==> config.mk <==
export PLATFORM = sky130hd
export DESIGN_NAME = npc_alu
export DESIGN_NICKNAME = d
export VERILOG_FILES = /design/src/npc_macros.svh /design/src/npc_pkg.sv /design/src/npc_alu.sv
export SDC_FILE = /design/constraint.sdc
export NUM_CORES = 1
export LEC_CHECK = 0
export ABC_AREA = 1
export BUFFER_PORTS_ARGS = -buffer_cell sky130_fd_sc_hd__buf_2
export CORE_ASPECT_RATIO = 2
export CORE_UTILIZATION = 45
export DETAILED_ROUTE_END_ITERATION = 10
export PLACE_DENSITY = 0.66
export REMOVE_ABC_BUFFERS = 1
export SLEW_MARGIN = 20
export SYNTH_ARGS = -nofsm -noshare
export SYNTH_HDL_FRONTEND = slang
export SYNTH_SLANG_ARGS = --single-unit
==> constraint.sdc <==
create_clock -name vclk -period 2.75
set_input_delay 0.1375 -clock vclk [all_inputs]
set_output_delay 0.1375 -clock vclk [all_outputs]
set_load 0.01 [all_outputs]
==> src/npc_macros.svh <==
`ifndef NPC_MACROS_SVH
`define NPC_MACROS_SVH

// first fetch address after reset
`define NPC_RESET_PC 32'h8000_0000

// data ram size in bytes, addresses wrap modulo this
`define NPC_DMEM_BYTES 1024

`define NPC_CSR_MSTATUS 12'h300
`define NPC_CSR_MTVEC   12'h305
`define NPC_CSR_MEPC    12'h341
`define NPC_CSR_MCAUSE  12'h342

`endif

==> src/npc_pkg.sv <==
package npc_pkg;

  typedef logic [31:0] word_t;
  typedef logic [4:0]  reg_idx_t;

  typedef enum logic [3:0] {
    ALU_ADD,
    ALU_SUB,
    ALU_SLL,
    ALU_SLT,
    ALU_SLTU,
    ALU_XOR,
    ALU_SRL,
    ALU_SRA,
    ALU_OR,
    ALU_AND,
    ALU_PASS  // y = b
  } alu_op_e;

  typedef enum logic [1:0] {OP2_REG, OP2_IMM, OP2_CSR} op2_sel_e;

  typedef enum logic [2:0] {
    NPC_SEQ,
    NPC_PC_IMM,
    NPC_JALR,
    NPC_BRANCH,
    NPC_MTVEC,
    NPC_MEPC
  } npc_sel_e;

  // pc plus imm is the auipc result
  typedef enum logic [2:0] {WB_ALU, WB_PC4, WB_MEM, WB_CSR, WB_PC_IMM} wb_sel_e;

  // encoding matches funct3[1:0] of loads and stores
  typedef enum logic [1:0] {MEM_BYTE, MEM_HALF, MEM_WORD} mem_size_e;

  typedef struct packed {
    alu_op_e   alu_op;
    op2_sel_e  op2_sel;
    npc_sel_e  npc_sel;
    wb_sel_e   wb_sel;
    logic      reg_wen;
    logic      mem_ren;
    logic      mem_wen;
    mem_size_e mem_size;
    logic      mem_sext;
    logic      csr_wen;
    logic      is_ecall;
    logic      is_ebreak;
  } ctrl_t;

  typedef struct packed {
    word_t    pc;
    word_t    inst;
    logic     rd_wen;
    reg_idx_t rd;
    word_t    rd_data;
    word_t    next_pc;
  } retire_t;

endpackage

==> src/npc_alu.sv <==
`timescale 1ns/1ps

module npc_alu (
  input  npc_pkg::alu_op_e op,
  input  npc_pkg::word_t   a,
  input  npc_pkg::word_t   b,
  output npc_pkg::word_t   y
);
  import npc_pkg::*;

  logic [4:0] shamt;

  assign shamt = b[4:0];

  always_comb begin
    case (op)
      ALU_ADD:  y = a + b;
      ALU_SUB:  y = a - b;
      ALU_SLL:  y = a << shamt;
      ALU_SLT:  y = {31'b0, $signed(a) < $signed(b)};
      ALU_SLTU: y = {31'b0, a < b};
      ALU_XOR:  y = a ^ b;
      ALU_SRL:  y = a >> shamt;
      ALU_SRA:  y = word_t'($signed(a) >>> shamt);
      ALU_OR:   y = a | b;
      ALU_AND:  y = a & b;
      ALU_PASS: y = b;
      default:  y = '0;
    endcase
  end

endmodule

Word-level counts from Yosys, hierarchy flattened. Index checks and enable logic that the tools add are counted. W data, S select, Z words.

Logic and storage cells: 22. Flip-flop bits (word level): 0. Input bits: 68.

Magnitude comparators: 2. Bitwise operators: 3. Reduce and logical (&&, ||, !) cells: 1. Add/subtract/negate cells: 2. Eq/ne operators: 10. Muxes and demuxes: 1. Shifts and indexed selects: 3.

Operators by type and width (number): $pmux W32 S11 (1); $lt A32 B32 Y1 (2); $add A32 B32 Y32 (1); $and A32 B32 Y32 (1); $or A32 B32 Y32 (1); $shl A32 B5 Y32 (1); $shr A32 B5 Y32 (1); $sshr A32 B5 Y32 (1); $sub A32 B32 Y32 (1); $xor A32 B32 Y32 (1); $eq A4 B3 Y1 const B (4); $eq A4 B4 Y1 const B (3); $eq A4 B2 Y1 const B (2); $eq A4 B1 Y1 const B (1); $logic_not A4 Y1 (1).

Longest topological paths before layout.
Word-level depth: 2. Mapped depth: 18. Mapped depth without buffers: 15.

Least setup slack after synthesis. OpenSTA, ideal clock, no wires.

Path kind: input to output. Start point: in b[3]. End point: out y[0]. Cell stages on the path: 18. Data arrival time: 2.125 ns. Slack: 0.488 ns. Path buffers: 4. Path through: buf_2 > inv_1 > buf_2 > buf_1 > ha_1 > buf_2 > nor2_1 > nand2_1 > nand3_1 > nand2_1 > nand2_1 > nand2_1 > nand2_1 > nand2_1 > nand2_1 > nor2_1 > nor2_1 > nand2_1.

Longest elaborated chain between the ends: 2. Elaborated cells between the ends (all ways): 6. Those cells by class: 2 x order compare; 3 x shift; 1 x mux.

RTL lines: start: declaration (RTL line npc_alu.sv:6) `input npc_pkg::word_t b,`; $lt A32 B32 Y1 (tied with other cells) (RTL line npc_alu.sv:21) `ALU_SLTU: y = {31'b0, a < b};`; $pmux W32 S11 (*) (RTL line npc_alu.sv:16) `case (op)`; end: declaration (RTL line npc_alu.sv:7) `output npc_pkg::word_t y`.

Every way passes the cells marked *; elsewhere a longest branch is shown, timed or not.

Worst setup path in the final report.
Start point: in b[0]. End point: out y[12].

Longest elaborated chain between the ends: 2. Elaborated cells between the ends (all ways): 6. Those cells by class: 2 x add/sub; 3 x shift; 1 x mux.

RTL lines: $sub A32 B32 Y32 (tied with other cells) (RTL line npc_alu.sv:18) `ALU_SUB: y = a - b;`; $pmux W32 S11 (*) (RTL line npc_alu.sv:16).

Marked as above.

==> results by stage <==
Min path:
- The min-delay analysis places its worst path in the category primary input to output port.

Floorplanning:
- In this run the horizontal extent of the chip is 109.8 µm.
- The count of boundary I/O pins is 100.
- The floorplan has 78 rows.
- In this run the standard cell core region covers 22740 µm².
- The die covers 23880 µm².
- The initial utilization of the core area, before any placement, comes to 45.97%.
- The die is 217.5 µm tall.

Drt:
- The pre-antenna-repair detailed-routing pass consisted of 8 iterations.
- The average wire length per cell after detail routing is 23.76 µm.
- The met3 wirelength from detailed routing is 7810 µm.
- The number of nets with antenna violations after detailed routing is 0.
- The DRC violations left is 0.
- The detailed router put a total of 19110 µm of wire on met1.
- The total detailed-routing wirelength is 60840 µm.
- The detailed router finished its first iteration with 1958 violations.
- The routed layout has 15433 vias.
- The highest metal layer carrying signal wires in the routed design is met4.
- The detail-routed via count per cell is 6.029.
- In the detailed route, the total length drawn on met2 is 26770 µm.

Global routing:
- The number of antenna violations at the first check in global routing is 1.
- The wire length of the first global-routing pass is 86060 µm.
- Summed over all layers, the global routing overflow is 0.
- The largest net degree at the start of global routing is 83.
- The number of global-route vias before repair is 14233.
- Global routing used 50.34% of the available tracks across all layers.

Critical path:
- STA classifies the critical path endpoint as an output port.
- Counting stages on the worst path, the most repeated cell is nand3_1.
- Data on the critical path is required at its endpoint by 2610 ps.
- The number of buffer and inverter instances along the worst setup path is 5.
- The critical path goes through buf_2 > ha_1 > inv_1 > fa_1 > inv_1 > nand3_1 > nand3_1 > nand3_1 > nand3_1 > a21oi_1 > o21ai_0 > nand2_1 > inv_1 > nand2_1 > buf_2.
- The kind of cell with the highest combined delay along the critical path is simple AND/OR/NAND/NOR gates.
- The arrival time reported for the critical path endpoint is 2610 ps.
- Along the worst path, the maximum fanout reaches 5.
- STA classifies the critical path startpoint as a primary input.
- The kind of critical path is primary input to output port.
- The stage delay of the slowest cell on the critical path is 400 ps.
- The cell at the slowest stage of the critical path is fa_1.

Power and ir drop:
- In this run the power density over the cells is 208.6 nW/µm².
- VDD sags by at most 176.7 µV.
- The analysis attributes to cell leakage a power of 6.853 nW.

Final layout:
- In the finished design the tool counted flip-flops and latches totalling 0.
- The post-layout net count is 2452.
- Compared with the post-synthesis result, the final layout area differs by 9.242%.
- The number of fill cells in the layout is 2703.
- Across the whole layout, storage elements account for 0 µm².
- In the final layout, the share of cells above drive strength 1 is 8.684%.
- The clock buffers instantiated in the layout total 0.
- The diode insertion count for antenna repair is 0.
- The non-filler instance count after layout is 2560.

Synthesis:
- The average instance in the mapped netlist occupies 4.713 µm².
- The netlist uses 39 different library cells.
- The register area share after synthesis is 0%.
- The Yosys step of the flow raised 0 warnings.
- The synthesized instance count is 2218.
- The cell area after synthesis is 10450 µm².

Placed design:
- After legalization and detailed placement, the total HPWL measured 47470 µm.
- In this run, placement finished with an instance count of 2560.
- At the end of routability-driven placement, the weighted congestion stood at 1.134.
- Port buffering added 100 buffers.

STA:
- The maximum clock frequency is 364.5 MHz.
- Final hold analysis gives a worst-case slack of 843.5 ps.
- Setup violations remaining at the end of the flow were counted as 0.
- Setup repair after global routing left no endpoint under its margin.
- The final max-slew violation count is 0.
- The clock period could shrink to 2743 ps.
- The relative max-transition margin is 25.85%.
- The count of final hold-check violations is 0.
- Of the available clock period, the critical path in the final layout requires 99.76%.
- The transition time of the tightest slew-check pin is 1111 ps.

Job:
- The count of max-cap constraint violations is 0.

CTS:
- The post-cts hold buffer count is 0.
- The number of resized instances in the post-cts repair step is 0.
- After clock tree synthesis, the setup repair step added 0 buffers.

Status:
- The flow ran to the end, and the final reports show no timing, DRC or antenna violations.
[cells by family after synthesis]
| group | after synthesis | share of synthesized area [%] |
|---|---|---|
| xor+xnor | 2 | 0.1676 |
| compound gates | 197 | 10.69 |
| fa+ha+maj | 102 | 12.35 |
| buf+inv | 432 | 16.44 |
| simple gates | 1485 | 60.35 |
[final timing paths]
| kind | slack (ps) | cells past startpoint | endpoint | from |
|---|---|---|---|---|
| min | 840 | 7 | y[0] | op[3] |
| max | 7 | 15 | y[12] | b[0] |
[Yosys cell counts (all sizes together)]
library cell / count / share of area (%)
nor4: 3 / 0.18
a21o: 1 / 0.072
ha: 100 / 12
nor3: 21 / 1.0
nand4: 24 / 1.4
and2: 16 / 0.96
a211oi: 2 / 0.14
o21bai: 8 / 0.57
clkinv: 1 / 0.036
and3: 2 / 0.12
o221ai: 1 / 0.084
o21ai: 71 / 3.4
o22ai: 26 / 1.6
o31ai: 1 / 0.072
buf: 77 / 3.7
clkbuf: 23 / 0.84
inv: 331 / 12
fa: 2 / 0.38
a31oi: 3 / 0.18
a21boi: 3 / 0.22
nand3: 415 / 20
a21oi: 60 / 2.9
xor2: 2 / 0.17
nor2: 213 / 8.1
o2111ai: 1 / 0.084
nand3b: 3 / 0.22
nand2: 783 / 28
o211ai: 20 / 1.4
or2: 5 / 0.30
[through the flow]
stage	util (%)	setup WS, ps	setup TNS (ps)	cell area, µm²	power [mW]
global placement	50.08	116.8	0	11390	2.198
floorplan	-	-192.2	-3412	9983	1.316
detailed placement	50.08	127.7	0	11390	2.209
CTS	50.08	126.6	0	11390	2.218
finish	50.21	6.710	0	11420	2.382
global route	50.21	25.76	0	11420	2.538
[where the power goes]
part | internal (mW) | switching (mW) | leakage (nW)
registers | 0 | 0 | 0
clock network | 0 | 0 | 0
logic | 0.680 | 1.70 | 6.85
total | 0.680 | 1.70 | 6.85
[cell usage in the layout, fill, tap and decap left out, types with 3 or more instances in the layout]
cell type	netlist	layout
nor2_1	202	198
nand4_1	24	24
o211ai_1	20	20
o22ai_1	26	26
nor4_1	3	3
nor2_2	8	11
nor3_1	21	21
nand3b_1	3	3
a31oi_1	3	3
nand2_2	4	4
o21ai_1	8	8
o21bai_1	8	8
or2_2	3	3
a21oi_1	60	60
and2_1	16	15
buf_12	0	7
nand2_1	779	779
inv_1	322	320
inv_2	8	11
buf_4	4	54
buf_2	62	100
nor2_4	3	4
nand3_1	415	415
ha_1	100	100
o21ai_0	63	62
[final cells by class]
class | instances | area (µm²) | area share [%]
inverters | 332 | 1249 | 10.94
well taps | 280 | 350.3 | 3.068
repair buffers | 162 | 1057 | 9.259
multi-input cells | 1786 | 8762 | 76.74
[metal layers]
layer | vias to the layer above | global-route usage, %
li1 | 7188 | -
met1 | 6881 | 49.40
met5 | - | 0
met4 | 0 | 46.09
met2 | 991 | 80.15
met3 | 373 | 19.01
(Power assumes the default switching activity.)
