[config.mk]
export PLATFORM = sky130hd
export DESIGN_NAME = npc_decode
export DESIGN_NICKNAME = d
export VERILOG_FILES = /design/src/npc_macros.svh /design/src/npc_pkg.sv /design/src/npc_decode.sv
export SDC_FILE = /design/constraint.sdc
export NUM_CORES = 1
export LEC_CHECK = 0
export CORE_MARGIN = 4
export CORE_UTILIZATION = 60
export DETAILED_ROUTE_END_ITERATION = 8
export DONT_BUFFER_PORTS = 1
export MAX_ROUTING_LAYER = met4
export PLACE_DENSITY = 0.74
export SYNTH_ARGS = -nofsm -noshare
export SYNTH_HDL_FRONTEND = slang
export SYNTH_SLANG_ARGS = --single-unit
[constraint.sdc]
create_clock -name vclk -period 1.6
set_clock_uncertainty 0.1 [all_clocks]
set_input_delay 0 -clock vclk [all_inputs]
set_output_delay 0 -clock vclk [all_outputs]
set_load 0.02 [all_outputs]
[src/npc_macros.svh]
`ifndef NPC_MACROS_SVH
`define NPC_MACROS_SVH

// first fetch address after reset
`define NPC_RESET_PC 32'h8000_0000

// data ram size in bytes, addresses wrap modulo this
`define NPC_DMEM_BYTES 1024

`define NPC_CSR_MSTATUS 12'h300
`define NPC_CSR_MTVEC   12'h305
`define NPC_CSR_MEPC    12'h341
`define NPC_CSR_MCAUSE  12'h342

`endif

[src/npc_pkg.sv]
package npc_pkg;

  typedef logic [31:0] word_t;
  typedef logic [4:0]  reg_idx_t;

  typedef enum logic [3:0] {
    ALU_ADD,
    ALU_SUB,
    ALU_SLL,
    ALU_SLT,
    ALU_SLTU,
    ALU_XOR,
    ALU_SRL,
    ALU_SRA,
    ALU_OR,
    ALU_AND,
    ALU_PASS  // y = b
  } alu_op_e;

  typedef enum logic [1:0] {OP2_REG, OP2_IMM, OP2_CSR} op2_sel_e;

  typedef enum logic [2:0] {
    NPC_SEQ,
    NPC_PC_IMM,
    NPC_JALR,
    NPC_BRANCH,
    NPC_MTVEC,
    NPC_MEPC
  } npc_sel_e;

  // pc plus imm is the auipc result
  typedef enum logic [2:0] {WB_ALU, WB_PC4, WB_MEM, WB_CSR, WB_PC_IMM} wb_sel_e;

  // encoding matches funct3[1:0] of loads and stores
  typedef enum logic [1:0] {MEM_BYTE, MEM_HALF, MEM_WORD} mem_size_e;

  typedef struct packed {
    alu_op_e   alu_op;
    op2_sel_e  op2_sel;
    npc_sel_e  npc_sel;
    wb_sel_e   wb_sel;
    logic      reg_wen;
    logic      mem_ren;
    logic      mem_wen;
    mem_size_e mem_size;
    logic      mem_sext;
    logic      csr_wen;
    logic      is_ecall;
    logic      is_ebreak;
  } ctrl_t;

  typedef struct packed {
    word_t    pc;
    word_t    inst;
    logic     rd_wen;
    reg_idx_t rd;
    word_t    rd_data;
    word_t    next_pc;
  } retire_t;

endpackage

[src/npc_decode.sv]
`timescale 1ns/1ps

module npc_decode (
  input  npc_pkg::word_t    inst,
  output npc_pkg::word_t    imm,
  output npc_pkg::reg_idx_t rs1,
  output npc_pkg::reg_idx_t rs2,
  output npc_pkg::reg_idx_t rd,
  output logic [2:0]        funct3,
  output npc_pkg::ctrl_t    ctrl
);
  import npc_pkg::*;

  localparam logic [6:0] OPC_LUI    = 7'b0110111;
  localparam logic [6:0] OPC_AUIPC  = 7'b0010111;
  localparam logic [6:0] OPC_JAL    = 7'b1101111;
  localparam logic [6:0] OPC_JALR   = 7'b1100111;
  localparam logic [6:0] OPC_BRANCH = 7'b1100011;
  localparam logic [6:0] OPC_LOAD   = 7'b0000011;
  localparam logic [6:0] OPC_STORE  = 7'b0100011;
  localparam logic [6:0] OPC_OP_IMM = 7'b0010011;
  localparam logic [6:0] OPC_OP     = 7'b0110011;
  localparam logic [6:0] OPC_SYSTEM = 7'b1110011;

  logic [6:0] opcode;
  word_t      imm_i, imm_s, imm_b, imm_u, imm_j;
  alu_op_e    arith_op;
  logic       alt;  // funct7 bit 5 selects sub / sra

  assign opcode = inst[6:0];
  assign funct3 = inst[14:12];
  assign rs1    = inst[19:15];
  assign rd     = inst[11:7];

  assign imm_i = {{20{inst[31]}}, inst[31:20]};
  assign imm_s = {{20{inst[31]}}, inst[31:25], inst[11:7]};
  assign imm_b = {{19{inst[31]}}, inst[31], inst[7], inst[30:25], inst[11:8], 1'b0};
  assign imm_u = {inst[31:12], 12'b0};
  assign imm_j = {{11{inst[31]}}, inst[31], inst[19:12], inst[20], inst[30:21], 1'b0};

  // sub only exists in the register form, srai shares the bit with sra
  assign alt = inst[30] && (opcode == OPC_OP || funct3 == 3'b101);

  always_comb begin
    case (funct3)
      3'b000:  arith_op = alt ? ALU_SUB : ALU_ADD;
      3'b001:  arith_op = ALU_SLL;
      3'b010:  arith_op = ALU_SLT;
      3'b011:  arith_op = ALU_SLTU;
      3'b100:  arith_op = ALU_XOR;
      3'b101:  arith_op = alt ? ALU_SRA : ALU_SRL;
      3'b110:  arith_op = ALU_OR;
      default: arith_op = ALU_AND;
    endcase
  end

  always_comb begin
    ctrl = '0;  // add, reg operand, sequential, no writes
    imm  = imm_i;
    rs2  = inst[24:20];
    case (opcode)
      OPC_LUI: begin
        imm = imm_u;
        ctrl.alu_op  = ALU_PASS;
        ctrl.op2_sel = OP2_IMM;
        ctrl.reg_wen = 1'b1;
      end
      OPC_AUIPC: begin
        imm = imm_u;
        ctrl.wb_sel  = WB_PC_IMM;
        ctrl.reg_wen = 1'b1;
      end
      OPC_JAL: begin
        imm = imm_j;
        ctrl.npc_sel = NPC_PC_IMM;
        ctrl.wb_sel  = WB_PC4;
        ctrl.reg_wen = 1'b1;
      end
      OPC_JALR: begin
        ctrl.op2_sel = OP2_IMM;
        ctrl.npc_sel = NPC_JALR;
        ctrl.wb_sel  = WB_PC4;
        ctrl.reg_wen = 1'b1;
      end
      OPC_BRANCH: begin
        imm = imm_b;
        ctrl.npc_sel = NPC_BRANCH;
      end
      OPC_LOAD: begin
        ctrl.op2_sel  = OP2_IMM;
        ctrl.wb_sel   = WB_MEM;
        ctrl.reg_wen  = 1'b1;
        ctrl.mem_ren  = 1'b1;
        ctrl.mem_size = mem_size_e'(funct3[1:0]);
        ctrl.mem_sext = !funct3[2];
      end
      OPC_STORE: begin
        imm = imm_s;
        ctrl.op2_sel  = OP2_IMM;
        ctrl.mem_wen  = 1'b1;
        ctrl.mem_size = mem_size_e'(funct3[1:0]);
      end
      OPC_OP_IMM: begin
        ctrl.alu_op  = arith_op;
        ctrl.op2_sel = OP2_IMM;
        ctrl.reg_wen = 1'b1;
      end
      OPC_OP: begin
        ctrl.alu_op  = arith_op;
        ctrl.reg_wen = 1'b1;
      end
      OPC_SYSTEM: begin
        case (funct3)
          3'b000: begin
            if (inst[31:20] == 12'h000) begin
              ctrl.is_ecall = 1'b1;
              ctrl.npc_sel  = NPC_MTVEC;
            end else if (inst[31:20] == 12'h001) begin
              ctrl.is_ebreak = 1'b1;
            end else if (inst[31:20] == 12'h302) begin
              ctrl.npc_sel = NPC_MEPC;  // mret
            end
          end
          3'b001: begin
            // csrrw: rs2 port reads x[rs1] so pass moves it to the csr
            rs2 = inst[19:15];
            ctrl.alu_op  = ALU_PASS;
            ctrl.wb_sel  = WB_CSR;
            ctrl.reg_wen = 1'b1;
            ctrl.csr_wen = 1'b1;
          end
          3'b010: begin
            ctrl.alu_op  = ALU_OR;
            ctrl.op2_sel = OP2_CSR;
            ctrl.wb_sel  = WB_CSR;
            ctrl.reg_wen = 1'b1;
            ctrl.csr_wen = 1'b1;
          end
          default: ;
        endcase
      end
      default: ;  // unknown opcode retires as nop
    endcase
  end

endmodule

==> Word-level counts from Yosys, hierarchy flattened <==
Cells that the tools add are included.
{ "op_classes": {"muxes": 28, "n_reduce_logical": 12, "n_eq_ne": 18} }
{ "op_table": {"columns": ["op", "count"], "rows": [
  ["$pmux 31 s4", 1],
  ["$eq 7x7->1 const B", 4],
  ["$pmux 4 s7", 1],
  ["$pmux 3 s4", 2],
  ["$eq 7x6->1 const B", 3],
  ["$mux 3", 6],
  ["$eq 7x5->1 const B", 2],
  ["$eq 12x1->1 const B", 1],
  ["$eq 12x10->1 const B", 1],
  ["$logic_not 12->1", 1],
  ["$pmux 4 s3", 1],
  ["$mux 5", 2],
  ["$reduce_or 2->1", 5],
  ["$eq 3x3->1 const B", 3],
  ["$mux 1", 9],
  ["$pmux 4 s2", 1],
  ["$eq 7x2->1 const B", 1],
  ["$reduce_or 7->1", 1],
  ["$eq 3x2->1 const B", 2],
  ["$mux 2", 3],
  ["$reduce_or 5->1", 1],
  ["$pmux 2 s2", 1],
  ["$eq 3x1->1 const B", 1],
  ["$logic_not 3->1", 1],
  ["other kinds (4)", 4]
]} }
{ "totals": {"word_cells": 58, "input_bits": 32, "register_bits": 0, "output_inout_bits": 71} }

==> Longest topological paths before layout <==
{ "logic_depth": {"word_depth": 6, "ltp_mapped": 6, "ltp_nobuf": 4} }

==> Worst setup path before layout <==
OpenSTA, ideal clock, no wires.
{ "synth_timing": {"kind": "input to output", "start": "input port inst[2]", "end": "output port imm[11]", "setup_slack_ps": 65, "t_arrival_ps": 1435, "cell_stages": 6, "required_ps": 1500, "path_buffers": 2, "cell_sequence": "buf_2 > and2_1 > nor3b_1 > or2_2 > buf_2 > o31ai_1"} }
{ "synth_via": {"elab_chain_cells": 3, "word_cells_on_any_way": 7, "classes_between": "5 x eq/ne; 1 x mux; 1 x reduce/logical"} }
{ "synth_lines": {"columns": ["item", "line", "source"], "rows": [
  ["start: declaration", "npc_decode.sv:4", "input npc_pkg::word_t inst,"],
  ["$eq 7x6->1 / $eq 7x5->1 (equally long branches)", "npc_decode.sv:61", "case (opcode)"],
  ["$reduce_or 2->1 (no line)", null, null],
  ["$pmux 31 s4 *", "npc_decode.sv:61", null],
  ["end: declaration", "npc_decode.sv:5", "output npc_pkg::word_t imm,"]
]} }
Every way passes the cells marked *; elsewhere a longest branch is shown, timed or not.

==> impl_metrics.tcl <==
set metrics [dict create \
    wl_mm 3.03 \
    cts-resized-gates 0 \
    num_io_pins 103 \
    status "complete, no violations" \
    layout-drive-gt1-share 0.238 \
    worst_slew_pin_slew_ps 851 \
    yosys_warnings 0 \
    drtAntennaViolNets 0 \
    antenna_found_initial 0 \
    chipHeight_um 47.6 \
    antenna_cells 0 \
    power_uw 273 \
    drv_slew 0 \
    slew_headroom 0.428 \
    max_freq_mhz 682 \
    critPathKind "in2out" \
    core-area_um2 1490 \
    num-fill-cells 131 \
    area_delta_synth_final_pct 18.7 \
    route.detailed.drc 0 \
    tns_ps 0 \
    vdd_drop_max_uv 178 \
    synth_nets 170 \
    fin_nets 185 \
    dpl.hpwl_mm 2.22 \
    syn_avg_cell_area_um2 6.83 \
    hp-start "inst[14]" \
    num_rows 14 \
    syn-cell-area_um2 942 \
    rsz0062_at_grt "no" \
    port_buffers 0 \
    hold_violations 0 \
    cp_max_fo 6 \
    cp_data_arrival_time_ps 1370 \
    wl_per_cell_um 18.1 \
    multi_input_area_um2 776 \
    min_period_over_period 0.917 \
    syn_inst 138 \
    finalSetupViolCount 0 \
    seq_area_um2 0 \
    drt_pass1_iterations 4 \
    grt_pass1_vias 912 \
    dr.first_iter.drc_count 27 \
    hp-class "in2out" \
    startpoint_type "input port" \
    initial_core_util 0.633 \
    place.gp.congestion 0.857 \
    yosysSeqAreaShare 0 \
    cap_violations 0 \
    nFlopsAndLatches 0 \
    die_w_um 47.6 \
    grt_pass1_wl_mm 4.12 \
    endpoint_kind "output pin" \
    grt.total_usage 0.245 \
    min_period_ps 1470 \
    via_per_inst 6.47 \
    num_vias 1080 \
    required_ps 1500 \
    fp.dieArea_um2 2270 \
    clock_buffers 0 \
    crit_start "inst[3]" \
    ys_types 40 \
    cellLeakagePower_uw 0.000556 \
    grt_max_degree 17 \
    gr-total-overflow 0 \
    cellPowerDensity_nw_per_um2 244 \
]
-- critical path, stage by stage --
cell       delay, ps
nand4bb_4        240
or2_4            300
or4_4            550
o21ai_2          270
-- cells by family after synthesis --
kind of cell              Yosys count  share of synthesized area
xor gates and xnor gates            1                    0.00930
and+or+nand+nor                    63                      0.412
buffers and inverters              26                      0.177
muxes                               6                     0.0704
AOI/OAI and AO/OA                  42                      0.332
-- cell usage after synthesis (3+ instances only) --
| master | number | share of area |
|---|---|---|
| a21o_1 | 20 | 0.16 |
| nor2_1 | 16 | 0.064 |
| buf_4 | 15 | 0.12 |
| nor2b_1 | 8 | 0.053 |
| nand2_1 | 7 | 0.028 |
| a22o_1 | 5 | 0.046 |
| mux2_2 | 5 | 0.060 |
| nor3_1 | 5 | 0.027 |
| nor4_1 | 5 | 0.033 |
| o21ai_0 | 5 | 0.027 |
| buf_2 | 4 | 0.021 |
| clkbuf_1 | 4 | 0.016 |
| and2_1 | 3 | 0.020 |
| nand3_1 | 3 | 0.016 |
-- power by group --
part / internal (uW) / total (uW) / switching, uW
combinational: 108 / 273 / 165
sequential: 0 / 0 / 0
clock: 0 / 0 / 0
total: 108 / 273 / 165
-- per-layer routing --
metal / GRT usage / part of all wire / routed length (um)
met3: 0.0226 / 0.091 / 276
met4: 0.0161 / 0 / 0
met1: 0.338 / 0.41 / 1230
met5: - / 0 / 0
met2: 0.404 / 0.50 / 1520
-- per-stage QoR --
step	std cells	area [um^2]	util	worst slack (ps)	hold slack, ps
2_1_floorplan	138	942	-	65.2	12.6
3_3_place_gp	152	968	0.650	167	-99.8
3_5_place_dp	152	968	0.650	146	-99.8
4_1_cts	167	1120	0.751	148	75.5
5_1_grt	167	1120	0.751	88.6	82.6
6_report	167	1120	0.751	134	75.4
-- path summary, 6_finish.rpt --
kind | depth (start not counted) | to
max | 4 | ctrl[12]
min | 2 | ctrl[3]
-- cell type report --
class / count / share of cell area
multi-input combinational: 112 / 0.694
timing repair buffer: 37 / 0.282
tap: 16 / 0.0179
inverter: 2 / 0.00671
-- placed cells by master (no fill, tap or decap), types with 2 or more instances in the layout --
cell / n
or4_4: 2
nand3_1: 3
nand2b_1: 2
mux2_2: 5
o21ai_0: 5
o21a_1: 2
a21o_1: 20
o22a_1: 2
a22o_1: 5
buf_4: 22
inv_1: 2
a211o_1: 2
nand2_1: 7
nor3_1: 5
nand3b_1: 2
dlygate4sd3_1: 15
nor2b_1: 8
and2_1: 3
nor2_1: 16
nor4_1: 5
-- repair_timing --
action	in CTS	in global routing
buffers inserted	0	0
endpoints found under the hold margin	15	0
hold buffers	15	0
(Power assumes the default switching activity.)
