==> src/npc_macros.svh <==
`ifndef NPC_MACROS_SVH
`define NPC_MACROS_SVH

// first fetch address after reset
`define NPC_RESET_PC 32'h8000_0000

// data ram size in bytes, addresses wrap modulo this
`define NPC_DMEM_BYTES 1024

`define NPC_CSR_MSTATUS 12'h300
`define NPC_CSR_MTVEC   12'h305
`define NPC_CSR_MEPC    12'h341
`define NPC_CSR_MCAUSE  12'h342

`endif

==> src/npc_pkg.sv <==
package npc_pkg;

  typedef logic [31:0] word_t;
  typedef logic [4:0]  reg_idx_t;

  typedef enum logic [3:0] {
    ALU_ADD,
    ALU_SUB,
    ALU_SLL,
    ALU_SLT,
    ALU_SLTU,
    ALU_XOR,
    ALU_SRL,
    ALU_SRA,
    ALU_OR,
    ALU_AND,
    ALU_PASS  // y = b
  } alu_op_e;

  typedef enum logic [1:0] {OP2_REG, OP2_IMM, OP2_CSR} op2_sel_e;

  typedef enum logic [2:0] {
    NPC_SEQ,
    NPC_PC_IMM,
    NPC_JALR,
    NPC_BRANCH,
    NPC_MTVEC,
    NPC_MEPC
  } npc_sel_e;

  // pc plus imm is the auipc result
  typedef enum logic [2:0] {WB_ALU, WB_PC4, WB_MEM, WB_CSR, WB_PC_IMM} wb_sel_e;

  // encoding matches funct3[1:0] of loads and stores
  typedef enum logic [1:0] {MEM_BYTE, MEM_HALF, MEM_WORD} mem_size_e;

  typedef struct packed {
    alu_op_e   alu_op;
    op2_sel_e  op2_sel;
    npc_sel_e  npc_sel;
    wb_sel_e   wb_sel;
    logic      reg_wen;
    logic      mem_ren;
    logic      mem_wen;
    mem_size_e mem_size;
    logic      mem_sext;
    logic      csr_wen;
    logic      is_ecall;
    logic      is_ebreak;
  } ctrl_t;

  typedef struct packed {
    word_t    pc;
    word_t    inst;
    logic     rd_wen;
    reg_idx_t rd;
    word_t    rd_data;
    word_t    next_pc;
  } retire_t;

endpackage

==> src/npc_regfile.sv <==
`timescale 1ns/1ps
`include "npc_macros.svh"

module npc_regfile (
  input  logic              clk,
  input  logic              rst,
  input  npc_pkg::reg_idx_t rs1,
  input  npc_pkg::reg_idx_t rs2,
  input  npc_pkg::reg_idx_t rd,
  input  logic              reg_wen,
  input  npc_pkg::word_t    rd_data,
  input  logic [11:0]       csr_addr,
  input  logic              csr_wen,
  input  npc_pkg::word_t    csr_wdata,
  input  logic              trap,
  input  npc_pkg::word_t    trap_pc,
  output npc_pkg::word_t    src1,
  output npc_pkg::word_t    src2,
  output npc_pkg::word_t    csr_rdata,
  output npc_pkg::word_t    mtvec,
  output npc_pkg::word_t    mepc
);
  import npc_pkg::*;

  word_t gpr [32];
  word_t mstatus, mcause;

  assign src1 = (rs1 == '0) ? '0 : gpr[rs1];
  assign src2 = (rs2 == '0) ? '0 : gpr[rs2];

  always_comb begin
    case (csr_addr)
      `NPC_CSR_MSTATUS: csr_rdata = mstatus;
      `NPC_CSR_MTVEC:   csr_rdata = mtvec;
      `NPC_CSR_MEPC:    csr_rdata = mepc;
      `NPC_CSR_MCAUSE:  csr_rdata = mcause;
      default:          csr_rdata = '0;
    endcase
  end

  always_ff @(posedge clk) begin
    if (rst) begin
      for (int i = 0; i < 32; i++) gpr[i] <= '0;
    end else if (reg_wen && rd != '0) begin
      gpr[rd] <= rd_data;
    end
  end

  always_ff @(posedge clk) begin
    if (rst) begin
      mstatus <= '0;
      mtvec   <= '0;
      mepc    <= '0;
      mcause  <= '0;
    end else begin
      if (csr_wen) begin
        case (csr_addr)
          `NPC_CSR_MSTATUS: mstatus <= csr_wdata;
          `NPC_CSR_MTVEC:   mtvec   <= csr_wdata;
          `NPC_CSR_MEPC:    mepc    <= csr_wdata;
          `NPC_CSR_MCAUSE:  mcause  <= csr_wdata;
          default: ;
        endcase
      end
      if (trap) begin
        mepc   <= trap_pc;
        mcause <= 32'd11;  // ecall from m-mode
      end
    end
  end

endmodule
==> config.mk <==
export PLATFORM = sky130hd
export DESIGN_NAME = npc_regfile
export DESIGN_NICKNAME = d
export VERILOG_FILES = /design/src/npc_pkg.sv /design/src/npc_regfile.sv
export VERILOG_INCLUDE_DIRS = /design/src /design/src/src
export SDC_FILE = /design/constraint.sdc
export NUM_CORES = 2
export LEC_CHECK = 0
export ABC_AREA = 1
export BUFFER_PORTS_ARGS = -buffer_cell sky130_fd_sc_hd__buf_2
export CELL_PAD_IN_SITES_DETAIL_PLACEMENT = 1
export CELL_PAD_IN_SITES_GLOBAL_PLACEMENT = 1
export CORE_MARGIN = 2
export CORE_UTILIZATION = 42
export DETAILED_ROUTE_END_ITERATION = 10
export PLACE_DENSITY = 0.8
export SYNTH_ARGS = -nofsm -noshare
export SYNTH_HDL_FRONTEND = slang
export SYNTH_SLANG_ARGS = --single-unit
==> constraint.sdc <==
create_clock -name clk -period 2.4 [get_ports clk]
set_input_delay 0.36 -clock clk [delete_from_list [all_inputs] [get_ports clk]]
set_output_delay 0.36 -clock clk [all_outputs]
set_load 0.005 [all_outputs]
======== Word-level counts from Yosys, hierarchy flattened ========
Memories as Yosys holds them, arrays and structs flattened.
Cells that the tools add are included.
word-level totals
  register bits ........................... 128
  RAM bits ................................ 1,024
  input bits .............................. 128
  output and inout port bits .............. 160
  logic and storage cells ................. 41
  memories ................................ 1
operators by class
  eq/ne operators ......................... 4
  multiplexer cells ....................... 17
  reductions and logical operators ........ 14
memories
  memory  depth  bits a word  read ports  clocked after Yosys merged registers in  write ports  line               RTL
  gpr     32     32           2           0                                        32           npc_regfile.sv:25  word_t gpr [32];
operators by type and width
  cell                    number
  $mux W32                6
  $pmux W32 S4            1
  $eq A12 B10 Y1 const B  4
  $reduce_or A32 Y1       1
  $mux W4                 3
  $logic_not A5 Y1        2
  $reduce_and A2 Y1       5
  $mux W1                 6
  $reduce_bool A2 Y1      3
  $mux W5                 1
  $reduce_bool A5 Y1      1
  $reduce_or A2 Y1        1
  $logic_and A1 B1 Y1     1

======== Depth between registers and ports, before layout ========
  depth after elaboration ................. 7
  mapped depth ............................ 12
  depth with buffers taken out ............ 10

======== Worst setup path after synthesis ========
Ideal clock, no wire load.
  kind .................................... input to register
  start point ............................. input port rst
  end point ............................... memory gpr[10][0] (netlist name), enable pin
  setup time .............................. 389 ps
  data arrival time ....................... 2,065 ps
  data required time ...................... 2,011 ps
  setup slack ............................. -54 ps
  stages .................................. 9
  buffers on the path ..................... 2
  cells stage by stage .................... buf_2 > inv_1 > nand3_1 > inv_1 > nand3_1 > inv_1 > nand2_1 > buf_2 > nand2_1
RTL lines
  element             line               RTL
  start: declaration  npc_regfile.sv:6   input logic rst,
  end: declaration    npc_regfile.sv:25

==> report_table.html <==
<table>
<tr><th>Metric</th><th>Value</th></tr>
<tr><th colspan="2">Setup path</th></tr>
<tr><td>Maximum fanout count along the critical path</td><td>2</td></tr>
<tr><td>Reg2Reg Depth</td><td>2</td></tr>
<tr><td>Critical register-to-register path endpoint</td><td>mepc[13]</td></tr>
<tr><td>Flop2flop setup slack</td><td>1510 ps</td></tr>
<tr><td>Type of element capturing the critical path</td><td>output pin</td></tr>
<tr><td>Data required time of the worst path</td><td>2040 ps</td></tr>
<tr><td>CP startpoint kind</td><td>flip-flop</td></tr>
<tr><td>Worst setup path class</td><td>reg -&gt; out</td></tr>
<tr><td>Reg-to-reg startpoint</td><td>mepc[13]</td></tr>
<tr><td>Data arrival, critical path</td><td>2290 ps</td></tr>
<tr><th colspan="2">Worst hold path</th></tr>
<tr><td>Hold worst-path end</td><td>mepc[14]</td></tr>
<tr><td>Type of the tightest min-delay check</td><td>in -&gt; reg</td></tr>
<tr><td>Worst Hold Depth</td><td>4</td></tr>
<tr><td>Min-Delay Startpoint</td><td>trap_pc[14]</td></tr>
<tr><th colspan="2">Floorplan</th></tr>
<tr><td>Starting utilization of the core area</td><td>42.2%</td></tr>
<tr><td>Number of rows created at floorplan</td><td>141</td></tr>
<tr><td>Die Y-Extent</td><td>389 um</td></tr>
<tr><td>Top-Level Pins</td><td>288</td></tr>
<tr><td>Die W</td><td>389 um</td></tr>
<tr><td>Die footprint</td><td>151000 um2</td></tr>
<tr><td>Area of the core</td><td>147000 um2</td></tr>
<tr><th colspan="2">CTS</th></tr>
<tr><td>Insertion delay to the later sink of the worst-skew pair</td><td>780 ps</td></tr>
<tr><td>Maximum buffer depth of the clock tree</td><td>3</td></tr>
<tr><td>Clock transition at the registers of the reported paths</td><td>60 ps</td></tr>
<tr><td>CTS Sinks</td><td>1152</td></tr>
<tr><td>Clock root buffer</td><td>clkbuf_16</td></tr>
<tr><td>Number of levels the H-tree was split into</td><td>4</td></tr>
<tr><td>CTS Buf Count</td><td>135</td></tr>
<tr><td>Clock tree from TritonCTS</td><td>yes</td></tr>
<tr><th colspan="2">Drt</th></tr>
<tr><td>Avg Vias per Cell</td><td>6.20</td></tr>
<tr><td>Total number of vias</td><td>65700</td></tr>
<tr><td>DR pass1 iterations</td><td>6</td></tr>
<tr><td>DRT iter0 DRCs</td><td>7422</td></tr>
<tr><td>Number of nets still failing antenna checks after routing</td><td>0</td></tr>
<tr><td>Post-DR wirelength/cell</td><td>28.6 um</td></tr>
<tr><td>DRC</td><td>0</td></tr>
<tr><td>Total wire length</td><td>303000 um</td></tr>
<tr><th colspan="2">STA</th></tr>
<tr><td>Min Tclk post-route</td><td>2650 ps</td></tr>
<tr><td>Setup tns final</td><td>-5980 ps</td></tr>
<tr><td>Setup clock skew after layout</td><td>0 ps</td></tr>
<tr><td>Slew margin rel.</td><td>35.8%</td></tr>
<tr><td>Period utilization</td><td>110%</td></tr>
<tr><td>Finish-stage setup viols</td><td>63</td></tr>
<tr><td>Unrepaired setup endpoints after global routing</td><td>true</td></tr>
<tr><td>Count of final hold-check violations</td><td>0</td></tr>
<tr><td>Hold Slack</td><td>109 ps</td></tr>
<tr><td>Final count of pins violating max slew</td><td>0</td></tr>
<tr><td>Worst Max-Slew Pin Slew</td><td>963 ps</td></tr>
<tr><td>Worst Setup Slack, final</td><td>-247 ps</td></tr>
<tr><td>Maximum frequency from static timing analysis</td><td>378 MHz</td></tr>
<tr><th colspan="2">GRT</th></tr>
<tr><td>Largest net degree at the start of global routing</td><td>69</td></tr>
<tr><td>Aggregate global-route resource usage</td><td>37.9%</td></tr>
<tr><td>Most utilized layer in the global route result</td><td>met2</td></tr>
<tr><td>Number of antenna violations at the first check in global routing</td><td>7</td></tr>
<tr><td>Via count of the first global-routing pass</td><td>68800</td></tr>
<tr><td>First-pass GRT wire length</td><td>431000 um</td></tr>
<tr><td>Global route total overflow</td><td>0</td></tr>
<tr><td>GR Util met3</td><td>8.71%</td></tr>
<tr><td>Met1 track demand over resource</td><td>44.0%</td></tr>
<tr><td>Met2 Track Usage GR</td><td>61.7%</td></tr>
<tr><th colspan="2">Placement</th></tr>
<tr><td>Last weighted congestion value of the routability-driven placer</td><td>0.940</td></tr>
<tr><td>DPL Wire Length</td><td>189000 um</td></tr>
<tr><td>Port-buffer cells</td><td>287</td></tr>
<tr><th colspan="2">Power and ir drop</th></tr>
<tr><td>Pwr/cell area</td><td>676 nW/um2</td></tr>
<tr><td>Leakage dissipation</td><td>33.7 nW</td></tr>
<tr><td>Peak supply drop</td><td>0.553 mV</td></tr>
<tr><th colspan="2">Layout</th></tr>
<tr><td>Number of fillers in the final layout</td><td>17200</td></tr>
<tr><td>Final Net Count</td><td>8693</td></tr>
<tr><td>Sequential cell area</td><td>33300 um2</td></tr>
<tr><td>Area used by multi-input combinational logic</td><td>28900 um2</td></tr>
<tr><td>Ratio of cells with drive above 1 in the final layout</td><td>22.3%</td></tr>
<tr><td>Layout Area Growth over Synthesis</td><td>28.9%</td></tr>
<tr><th colspan="2">Outcome</th></tr>
<tr><td>Outcome</td><td>finished, violations left</td></tr>
<tr><td>Violations in the final reports</td><td>setup timing</td></tr>
<tr><th colspan="2">Yosys</th></tr>
<tr><td>Most frequent cell after synthesis</td><td>nand2_1</td></tr>
<tr><td>Post-Synth XOR/XNOR Area</td><td>0%</td></tr>
<tr><td>Area of the mapped netlist</td><td>62200 um2</td></tr>
<tr><td>Synthesized-area fraction occupied by and/or/nand/nor cells</td><td>36.7%</td></tr>
<tr><td>Share of synthesized flip-flops with an asynchronous set or reset</td><td>0%</td></tr>
<tr><td>Most numerous cell types in the synthesized netlist</td><td>nand2_1 (2734), nand3_1 (1419), nor2_1 (1374), edfxtp_1 (1024), clkbuf_1 (365)</td></tr>
<tr><td>Mux share of post-synthesis cell area</td><td>0.271%</td></tr>
<tr><td>Post-Synth Adder-Cell Area</td><td>0%</td></tr>
<tr><td>Synth cell types</td><td>22</td></tr>
<tr><td>Warnings, synthesis</td><td>0</td></tr>
<tr><td>Average cell area after synthesis</td><td>7.71 um2</td></tr>
<tr><td>Most instantiated flip-flop cell in the synthesis netlist</td><td>edfxtp_1</td></tr>
<tr><td>Number of flip-flops and latches in the synthesized netlist</td><td>1152</td></tr>
<tr><td>Proportion of synthesized chip area in sequential cells</td><td>53.5%</td></tr>
<tr><td>Post-synth top area share</td><td>49.4%</td></tr>
<tr><td>Largest cells by area after synthesis</td><td>edfxtp_1 (49%), nand2_1 (16%), nand3_1 (11%)</td></tr>
<tr><td>Combinational family with the most area after synthesis</td><td>simple AND/OR/NAND/NOR gates</td></tr>
<tr><td>Post-synthesis compound-gate area fraction</td><td>3.64%</td></tr>
<tr><td>Cell taking the most area after synthesis</td><td>edfxtp_1</td></tr>
<tr><td>Syn Inst Count</td><td>8073</td></tr>
<tr><td>Number of flops mapped to enable cells by yosys</td><td>1024</td></tr>
<tr><th colspan="2">Flow run</th></tr>
<tr><td>Max Cap Violations</td><td>0</td></tr>
</table>
worst max path at each step:
stage	startpoint	end	slack, ps	depth (start not counted)
final	gpr[24][12]	src1[12]	-250	10
after global routing	gpr[24][12]	src1[12]	-320	10
after CTS	gpr[16][14]	src1[14]	-180	10
after detailed placement	rs2[0]	src2[16]	-170	13
after global placement	rs2[0]	src2[4]	-140	12
after floorplan	rst	gpr[5][0]	-30	9
per-stage QoR:
| stage | total power [mW] | cells | worst slack [ps] | utilization, % | area, um2 |
|---|---|---|---|---|---|
| after floorplan | 27.4 | 8104 | -32.0 | - | 62400 |
| after global placement | 31.0 | 10200 | -138 | 48.0 | 70700 |
| after detailed placement | 31.4 | 10200 | -174 | 48.0 | 70700 |
| after CTS | 53.1 | 10600 | -177 | 52.4 | 77300 |
| after global routing | 55.3 | 10600 | -316 | 54.4 | 80200 |
| final | 54.2 | 10600 | -247 | 54.4 | 80200 |
where the power goes:
part	leakage [nW]	switching, mW	internal (mW)	total [mW]
Sequential	10.8	0.653	22.8	23.5
Clock	2.22	9.09	12.5	21.6
Combinational	20.7	6.04	3.04	9.08
layout make-up:
class	count	area share [%]
tap	1930	3.01
timing repair buffer	1020	12.9
sequential	1152	41.5
inverter	176	0.910
multi-input combinational	6079	36.0
clock buffer	165	4.63
timing repair inverter	1	0.0140
antenna	3	0.00936
clock inverter	80	0.983
state kept, by name (all words and copies together) (netlist names):
signal and count:
mtvec 32, mepc 32, mstatus 32, gpr 1024, mcause 32
per-layer routing:
metal,part of all wire [%],wire length [um]
met5,0.0092,28
met4,8.2,24800
met3,11,34600
met2,46,139000
met1,34,104000
critical path, stage by stage, from the launching register on:
cell and delay, ps:
edfxtp_1 360, nand2_1 60, nand3_1 80, nand3_1 130
nand2_1 110, nand2_2 70, nand3_4 150, nand2_2 70
nor2_2 150, buf_4 180, buf_2 120
cells by family (layout without fill, tap and decap cells):
| logic type | Yosys count | after routing |
|---|---|---|
| muxes | 15 | 15 |
| buffers and inverters | 873 | 1442 |
| DFF | 1152 | 1152 |
| AOI/OAI and AO/OA | 452 | 452 |
| other | 1 | 35 |
| and+or+nand+nor | 5580 | 5580 |
placed cells by master, fill, tap and decap left out, types with 157 or more instances in the layout:
| cell type | instances |
|---|---|
| inv_1 | 163 |
| nand3_2 | 244 |
| nand3_1 | 1141 |
| nor2_1 | 1226 |
| edfxtp_1 | 1024 |
| a21oi_1 | 170 |
| buf_4 | 429 |
| nand2_1 | 2424 |
| nand2_2 | 262 |
| buf_12 | 193 |
| o21ai_0 | 186 |
| clkbuf_16 | 157 |
| buf_2 | 257 |
repair_timing:
item,4_1_cts,5_1_grt
resized for setup,375,593
setup buffers,16,36
hold buffers,73,0
pin swaps,227,451
endpoints found under the setup margin,64,69
hold endpoints to repair,126,0
cloned,0,14
Note: power is estimated with default switching activity, not from simulation.
