<file path="config.mk">
export PLATFORM = sky130hd
export DESIGN_NAME = npc_fetch
export DESIGN_NICKNAME = d
export VERILOG_FILES = /design/src/npc_pkg.sv /design/src/npc_fetch.sv
export VERILOG_INCLUDE_DIRS = /design/src /design/src/src
export SDC_FILE = /design/constraint.sdc
export NUM_CORES = 1
export LEC_CHECK = 0
export BUFFER_PORTS_ARGS = -buffer_cell sky130_fd_sc_hd__buf_4
export CORE_MARGIN = 2
export CORE_UTILIZATION = 44
export DETAILED_ROUTE_END_ITERATION = 6
export HOLD_SLACK_MARGIN = 0.05
export PLACE_DENSITY = 0.82
export REMOVE_ABC_BUFFERS = 1
export SKIP_LAST_GASP = 1
export SLEW_MARGIN = 5
export SYNTH_ARGS = -nofsm -noshare
export SYNTH_HDL_FRONTEND = slang
export SYNTH_SLANG_ARGS = --single-unit
</file>
<file path="constraint.sdc">
create_clock -name clk -period 2.6 [get_ports clk]
set_input_delay 0.13 -clock clk [delete_from_list [all_inputs] [get_ports clk]]
set_output_delay 0.13 -clock clk [all_outputs]
set_load 0.05 [all_outputs]
</file>
<file path="src/npc_macros.svh">
`ifndef NPC_MACROS_SVH
`define NPC_MACROS_SVH

// first fetch address after reset
`define NPC_RESET_PC 32'h8000_0000

// data ram size in bytes, addresses wrap modulo this
`define NPC_DMEM_BYTES 1024

`define NPC_CSR_MSTATUS 12'h300
`define NPC_CSR_MTVEC   12'h305
`define NPC_CSR_MEPC    12'h341
`define NPC_CSR_MCAUSE  12'h342

`endif

</file>
<file path="src/npc_pkg.sv">
package npc_pkg;

  typedef logic [31:0] word_t;
  typedef logic [4:0]  reg_idx_t;

  typedef enum logic [3:0] {
    ALU_ADD,
    ALU_SUB,
    ALU_SLL,
    ALU_SLT,
    ALU_SLTU,
    ALU_XOR,
    ALU_SRL,
    ALU_SRA,
    ALU_OR,
    ALU_AND,
    ALU_PASS  // y = b
  } alu_op_e;

  typedef enum logic [1:0] {OP2_REG, OP2_IMM, OP2_CSR} op2_sel_e;

  typedef enum logic [2:0] {
    NPC_SEQ,
    NPC_PC_IMM,
    NPC_JALR,
    NPC_BRANCH,
    NPC_MTVEC,
    NPC_MEPC
  } npc_sel_e;

  // pc plus imm is the auipc result
  typedef enum logic [2:0] {WB_ALU, WB_PC4, WB_MEM, WB_CSR, WB_PC_IMM} wb_sel_e;

  // encoding matches funct3[1:0] of loads and stores
  typedef enum logic [1:0] {MEM_BYTE, MEM_HALF, MEM_WORD} mem_size_e;

  typedef struct packed {
    alu_op_e   alu_op;
    op2_sel_e  op2_sel;
    npc_sel_e  npc_sel;
    wb_sel_e   wb_sel;
    logic      reg_wen;
    logic      mem_ren;
    logic      mem_wen;
    mem_size_e mem_size;
    logic      mem_sext;
    logic      csr_wen;
    logic      is_ecall;
    logic      is_ebreak;
  } ctrl_t;

  typedef struct packed {
    word_t    pc;
    word_t    inst;
    logic     rd_wen;
    reg_idx_t rd;
    word_t    rd_data;
    word_t    next_pc;
  } retire_t;

endpackage

</file>
<file path="src/npc_fetch.sv">
`timescale 1ns/1ps
`include "npc_macros.svh"

module npc_fetch (
  input  logic           clk,
  input  logic           rst,
  input  logic           halted,
  input  npc_pkg::ctrl_t ctrl,
  input  npc_pkg::word_t imm,
  input  npc_pkg::word_t src1,
  input  npc_pkg::word_t src2,
  input  npc_pkg::word_t alu_result,
  input  npc_pkg::word_t mtvec,
  input  npc_pkg::word_t mepc,
  input  logic [2:0]     funct3,
  output npc_pkg::word_t pc,
  output npc_pkg::word_t next_pc
);
  import npc_pkg::*;

  word_t pc_plus4, pc_plus_imm, jalr_target;
  logic  taken;

  assign pc_plus4    = pc + 32'd4;
  assign pc_plus_imm = pc + imm;
  assign jalr_target = alu_result & ~32'd1;

  always_comb begin
    case (funct3)
      3'b000:  taken = (src1 == src2);  // beq
      3'b001:  taken = (src1 != src2);
      3'b100:  taken = ($signed(src1) < $signed(src2));
      3'b101:  taken = ($signed(src1) >= $signed(src2));
      3'b110:  taken = (src1 < src2);   // bltu
      3'b111:  taken = (src1 >= src2);
      default: taken = 1'b0;
    endcase
  end

  always_comb begin
    case (ctrl.npc_sel)
      NPC_PC_IMM: next_pc = pc_plus_imm;
      NPC_JALR:   next_pc = jalr_target;
      NPC_BRANCH: next_pc = taken ? pc_plus_imm : pc_plus4;
      NPC_MTVEC:  next_pc = mtvec;
      NPC_MEPC:   next_pc = mepc;
      default:    next_pc = pc_plus4;
    endcase
  end

  always_ff @(posedge clk) begin
    if (rst) pc <= `NPC_RESET_PC;
    else if (!halted) pc <= next_pc;  // frozen once halted
  end

endmodule

</file>
==> impl_metrics.prom, run 1 <==
# TYPE chip_impl_metric gauge
chip_impl_info{name="run_status",value="stopped before the end"} 1
chip_impl_info{name="stop_stage",value="global routing"} 1
chip_impl_info{name="stop_error",value="[ERROR GRT-0232] Routing congestion too high. Check the congestion heatmap in the GUI."} 1
chip_impl_info{name="clk_root_buffer_cell",value="sky130_fd_sc_hd__clkbuf_16"} 1
chip_impl_metric{name="grt_remaining_overflow",unit=""} 9
chip_impl_metric{name="design.portCount",unit=""} 283
chip_impl_metric{name="synth_cell_types",unit=""} 79
chip_impl_info{name="synth_top_flop_cell",value="sky130_fd_sc_hd__dfxtp_1"} 1
chip_impl_metric{name="rows",unit=""} 42
chip_impl_metric{name="synth-seq-area-share",unit="%"} 10.79
chip_impl_metric{name="syn_area_per_cell",unit="sq um"} 7.134
chip_impl_metric{name="global_route.usage.total",unit="%"} 75.92
chip_impl_metric{name="fp.dieH",unit="microns"} 120.1
chip_impl_metric{name="synth_top_cell_area_share",unit="%"} 13.49
chip_impl_metric{name="post_synthesis_async_set_or_reset_flop_share",unit="%"} 0
chip_impl_metric{name="synthesis.area",unit="sq um"} 5936
chip_impl_metric{name="place_ws",unit="ns"} -0.4747
chip_impl_metric{name="die-width",unit="microns"} 120.1
chip_impl_metric{name="clock_sinks",unit=""} 32
chip_impl_metric{name="number_of_flip_flops_and_latches_in_the_synthesized_netlist",unit=""} 32
chip_impl_info{name="worstEpCategory",value="primary output"} 1
chip_impl_metric{name="synth.yosys.warnings",unit=""} 0
chip_impl_metric{name="postCtsHoldBufs",unit=""} 0
chip_impl_metric{name="detailed_place_hpwl",unit="microns"} 19680
chip_impl_metric{name="numCtsBuffers",unit=""} 5
chip_impl_metric{name="synth_edf_count",unit=""} 0
chip_impl_metric{name="cell_count_after_synthesis",unit=""} 832
chip_impl_info{name="synthDominantAreaCellType",value="sky130_fd_sc_hd__ha_1"} 1
chip_impl_metric{name="floorplan.initialDensity",unit="%"} 45.00
chip_impl_metric{name="clock_path_buffers",unit=""} 2
chip_impl_metric{name="routabilityCongestion",unit=""} 1.041
chip_impl_metric{name="grt_max_degree",unit=""} 50
chip_impl_metric{name="grt_antenna_before_repair",unit=""} 3
chip_impl_metric{name="io_buffers",unit=""} 263
chip_impl_info{name="synth.top_cells.by_area",value="sky130_fd_sc_hd__ha_1 13%, sky130_fd_sc_hd__dfxtp_1 11%, sky130_fd_sc_hd__a21oi_1 7.8%"} 1
chip_impl_info{name="repair-timing-grt-worst-ep",value="next_pc[22]"} 1
chip_impl_metric{name="htree_num_levels",unit=""} 2
==> repair_timing <==
item	4_1_cts
endpoints found under the hold margin	0
resized for setup	237
pin swaps	99
buffers inserted	53
setup endpoints to repair	49
cloned	1
==> routing by layer <==
metal,GRT usage [%],GRT overflow
met1,71.57,0
met2,91.80,6
met3,65.16,0
met4,79.04,3
met5,34.19,0
==> cells in the mapped netlist, drive strengths merged, types with 7 or more instances <==
library cell	instances
a211oi	10
a21o	20
a21oi	94
a221oi	9
a31oi	12
and2	7
and3	10
buf	11
clkbuf	29
dfxtp	32
ha	64
inv	79
mux2i	20
nand2	57
nand2b	11
nand3	22
nand4	24
nor2	60
nor3	17
nor4	7
o211ai	8
o21a	18
o21ai	46
o221ai	10
o22a	20
o22ai	10
xnor2	40
xor2	14
==> metrics by stage <==
stage	cell area [sq um]	cells	hold slack, ns
floorplan	5769	792	0.1962
detailed placement	9090	1381	0.4881
global placement	9090	1381	0.4853
CTS	10800	1437	0.1690
==> cells by family after synthesis <==
group,Yosys count,share of synthesized area [%]
compound gates,300,35.08
simple gates,238,20.53
buf+inv,120,7.862
fa+ha+maj,65,13.83
xor+xnor,54,7.968
flops,32,10.79
mux,23,3.942
==> run 2, diff against run 1 <==
CORE_UTILIZATION = 40   (was 44)
HOLD_SLACK_MARGIN = unset   (was 0.05)
PLACE_DENSITY = unset   (was 0.82)
PLACE_DENSITY_LB_ADDON = 0.15   (was unset)
clock period = 3.4 ns   (was 2.6 ns; I/O delays follow)
==> run 2 against run 1 <==
Net effect:
- the run now ends clean
- synthesized cell count is the same
- area after synthesis is the same
==> impl_metrics.prom, run 2 <==
# TYPE chip_impl_metric gauge
chip_impl_metric{name="placed_cells",unit=""} 1268
chip_impl_info{name="cts_tree",value="yes"} 1
chip_impl_metric{name="synth_edf_count",unit=""} 0
chip_impl_info{name="synth_top_flop_cell",value="sky130_fd_sc_hd__dfxtp_1"} 1
chip_impl_metric{name="design.die.area",unit="sq um"} 15830
chip_impl_info{name="cell_with_the_largest_stage_delay_on_the_worst_path",value="sky130_fd_sc_hd__fa_2"} 1
chip_impl_metric{name="synth_top_cell_area_share",unit="%"} 13.49
chip_impl_metric{name="die-width",unit="microns"} 125.8
chip_impl_metric{name="global_route.usage.total",unit="%"} 26.79
chip_impl_metric{name="grt_max_degree",unit=""} 51
chip_impl_metric{name="timing.max_cap.violations",unit=""} 0
chip_impl_info{name="hp-start",value="alu_result[28]"} 1
chip_impl_info{name="grt_setup_unrepaired",value="yes"} 1
chip_impl_metric{name="largest_register_ff_count",unit=""} 32
chip_impl_metric{name="final_nets",unit=""} 1386
chip_impl_metric{name="avgViaCountPerCell",unit=""} 5.642
chip_impl_metric{name="post_synthesis_async_set_or_reset_flop_share",unit="%"} 0
chip_impl_info{name="criticalPathCategory",value="reg -> out"} 1
chip_impl_metric{name="htree_num_levels",unit=""} 2
chip_impl_metric{name="fin_crit",unit="ns"} 3.271
chip_impl_metric{name="vias",unit=""} 7261
chip_impl_metric{name="worst_path_maximum_fanout",unit=""} 5
chip_impl_info{name="max_flop_register",value="pc"} 1
chip_impl_info{name="regToRegStartpoint",value="pc[0]"} 1
chip_impl_info{name="most_frequent_cell_on_the_critical_path",value="sky130_fd_sc_hd__buf_6"} 1
chip_impl_metric{name="finalWirelength",unit="microns"} 22450
chip_impl_metric{name="maxSlewViolCount",unit=""} 0
chip_impl_metric{name="clkSlewWorstSetupHoldPaths",unit="ns"} 0.06
chip_impl_info{name="synthTopCellsByCount",value="93 x sky130_fd_sc_hd__a21oi_1, 79 x sky130_fd_sc_hd__inv_1, 64 x sky130_fd_sc_hd__ha_1"} 1
chip_impl_metric{name="finalSetupTns",unit="ns"} 0
chip_impl_info{name="synth.most_common_cell",value="sky130_fd_sc_hd__a21oi_1"} 1
chip_impl_info{name="critPathCaptureType",value="primary output"} 1
chip_impl_metric{name="ir_drop",unit="V"} 0.0002283
chip_impl_metric{name="required",unit="ns"} 3.23
chip_impl_info{name="synthDominantAreaCellType",value="sky130_fd_sc_hd__ha_1"} 1
chip_impl_metric{name="floorplan.initialDensity",unit="%"} 40.84
chip_impl_metric{name="static-leakage-power",unit="nW"} 4.069
chip_impl_metric{name="drive_gt1_share",unit="%"} 34.63
chip_impl_metric{name="tightest_slew",unit="ns"} 0.7551
chip_impl_info{name="clk_root_buffer_cell",value="sky130_fd_sc_hd__clkbuf_16"} 1
chip_impl_metric{name="syn_area_per_cell",unit="sq um"} 7.134
chip_impl_metric{name="cp_data_arrival_time",unit="ns"} 3.10
chip_impl_metric{name="grt_remaining_overflow",unit=""} 0
chip_impl_metric{name="postCtsHoldBufs",unit=""} 0
chip_impl_metric{name="reg2reg_setup_slack",unit="ns"} 0.58
chip_impl_metric{name="io_buffers",unit=""} 263
chip_impl_metric{name="design.portCount",unit=""} 283
chip_impl_metric{name="final_hold_viol_count",unit=""} 0
chip_impl_info{name="run_status",value="finished clean"} 1
chip_impl_metric{name="fin_crit_sh",unit="%"} 96.21
chip_impl_info{name="layout.cells.most_common_list",value="301 x sky130_fd_sc_hd__buf_4, 91 x sky130_fd_sc_hd__a21oi_1, 79 x sky130_fd_sc_hd__inv_1, 57 x sky130_fd_sc_hd__nand2_1, 57 x sky130_fd_sc_hd__nor2_1"} 1
chip_impl_metric{name="clock_sinks",unit=""} 32
chip_impl_metric{name="final_cell_area",unit="sq um"} 8683
chip_impl_info{name="start_kind",value="register"} 1
chip_impl_metric{name="power.total",unit="mW"} 2.617
chip_impl_metric{name="synthesis.area",unit="sq um"} 5936
chip_impl_metric{name="synth.yosys.warnings",unit=""} 0
chip_impl_metric{name="routabilityCongestion",unit=""} 0.9528
chip_impl_metric{name="fp.dieH",unit="microns"} 125.8
chip_impl_info{name="layout_top_registers",value="pc: 32 flops"} 1
chip_impl_metric{name="detailed_place_hpwl",unit="microns"} 17740
chip_impl_metric{name="instances_no_fill",unit=""} 1287
chip_impl_metric{name="synth-seq-area-share",unit="%"} 10.79
chip_impl_metric{name="first_global_vias",unit=""} 6917
chip_impl_metric{name="clock_path_buffers",unit=""} 2
chip_impl_metric{name="synth_cell_types",unit=""} 79
chip_impl_metric{name="grt_antenna_before_repair",unit=""} 0
chip_impl_metric{name="rows",unit=""} 44
chip_impl_metric{name="drtIter0Drc",unit=""} 383
chip_impl_info{name="worstSetupEndpoint",value="next_pc[24]"} 1
chip_impl_info{name="critical_path.cell_chain",value="ha_4 -> fa_2 -> a21oi_4 -> o221ai_4 -> nor4_4 -> o31a_1 -> o31ai_4 -> buf_6 -> or4_1 -> nand4_1 -> a221o_1 -> buf_6"} 1
chip_impl_metric{name="antennaDiodeCount",unit=""} 0
chip_impl_info{name="critical_path.reg2reg.endpoint",value="pc[28]"} 1
chip_impl_metric{name="routedWlPerCell",unit="microns"} 17.44
chip_impl_metric{name="worst_clock_skew",unit="ns"} 0.009888
chip_impl_info{name="worst_hold_path_type",value="in -> reg"} 1
chip_impl_metric{name="finalSetupViolations",unit=""} 0
chip_impl_metric{name="synthToLayoutAreaGrowth",unit="%"} 46.29
chip_impl_metric{name="numCtsBuffers",unit=""} 5
chip_impl_metric{name="timing.fmax",unit="MHz"} 305.7
chip_impl_metric{name="number_of_flip_flops_and_latches_in_the_synthesized_netlist",unit=""} 32
chip_impl_metric{name="detail-route-antenna-nets",unit=""} 0
chip_impl_metric{name="cell_count_after_synthesis",unit=""} 832
chip_impl_metric{name="critical_path.max_stage_delay",unit="ns"} 0.44
chip_impl_metric{name="global_route_wire_length_before_repair",unit="microns"} 34720
chip_impl_metric{name="timing.max_slew.rel_slack",unit="%"} 49.66
chip_impl_metric{name="core_area",unit="sq um"} 14530
chip_impl_metric{name="r2r.worst_path.cells",unit=""} 12
chip_impl_info{name="critical_path.startpoint",value="pc[0]"} 1
chip_impl_info{name="layout_commonest_cell",value="sky130_fd_sc_hd__buf_4"} 1
chip_impl_metric{name="drt_drc_violations_left",unit=""} 0
chip_impl_info{name="synth.top_cells.by_area",value="sky130_fd_sc_hd__ha_1 13%, sky130_fd_sc_hd__dfxtp_1 11%, sky130_fd_sc_hd__a21oi_1 7.8%"} 1
chip_impl_metric{name="clk-insertion-delay-late",unit="ns"} 0.30
chip_impl_metric{name="dpl_cell_area",unit="sq um"} 8192
chip_impl_metric{name="post-route-util",unit="%"} 59.75
chip_impl_metric{name="power_per_cell_area",unit="nW/um^2"} 301.4
chip_impl_metric{name="drt-pass1-iter-count",unit=""} 5
## run 2: cell counts after synthesis
Identical to the previous run, type by type.
## run 2: metal layers
layer	track usage (%)	wire [microns]	up-vias	share of wire, %
li1	-	-	3622	-
met1	33.58	9668	3336	43
met4	4.848	342	0	1.5
met3	5.395	1560	26	7.0
met5	0	0	-	0
met2	48.01	10880	277	48
## run 2: layout make-up
cell class | count | area (sq um)
multi-input combinational | 680 | 5071
timing repair buffer | 303 | 2282
inverter | 80 | 300.3
clock buffer | 7 | 142.6
sequential | 32 | 649.4
tap | 184 | 230.2
clock inverter | 1 | 7.507
fill | 1446 | 5851
## run 2: through the flow
step | hold WS, ns | setup slack [ns]
final | 0.2350 | 0.1289
after global routing | 0.2873 | 0.004784
after CTS | 0.2324 | 0.01604
after detailed placement | 0.5368 | 0.1049
after global placement | 0.5290 | 0.1459
after floorplan | 0.2362 | -0.5010
## run 2: worst min-delay path by stage
stage,end,cells past startpoint,slack [ns]
floorplan,pc[15],1,0.24
global placement,pc[28],4,0.53
detailed placement,pc[28],4,0.54
CTS,pc[26],4,0.23
global route,pc[28],4,0.29
finish,pc[28],4,0.23
## run 2: worst max-delay path, delay by kind of cell (launching register included)
family                     cells  cell delay (ns)
AOI/OAI and AO/OA              5             0.88
adders and majority gates      2             0.61
buffers and inverters          2             0.31
DFF                            1             0.33
and+or+nand+nor                3             0.67
## run 2: where the power goes
part	total, mW	internal, mW	leakage [nW]	switching [mW]
combinational	1.66	0.687	3.73	0.974
clock	0.497	0.293	0.0701	0.204
sequential	0.459	0.409	0.267	0.0499
## run 2: cells by family after synthesis
group / after synthesis / synth area share [%]
DFF: 32 / 10.79
muxes: 23 / 3.942
buffers and inverters: 120 / 7.862
adders and majority gates: 65 / 13.83
xor gates and xnor gates: 54 / 7.968
AOI/OAI and AO/OA: 300 / 35.08
and+or+nand+nor: 238 / 20.53
## run 2: repair_timing
action	4_1_cts	5_1_grt
gates cloned	0	0
gates resized for setup	8	43
pin swaps	3	16
buffers inserted	3	8
setup endpoints to repair	6	21
Note: power is estimated with default switching activity, not from simulation.
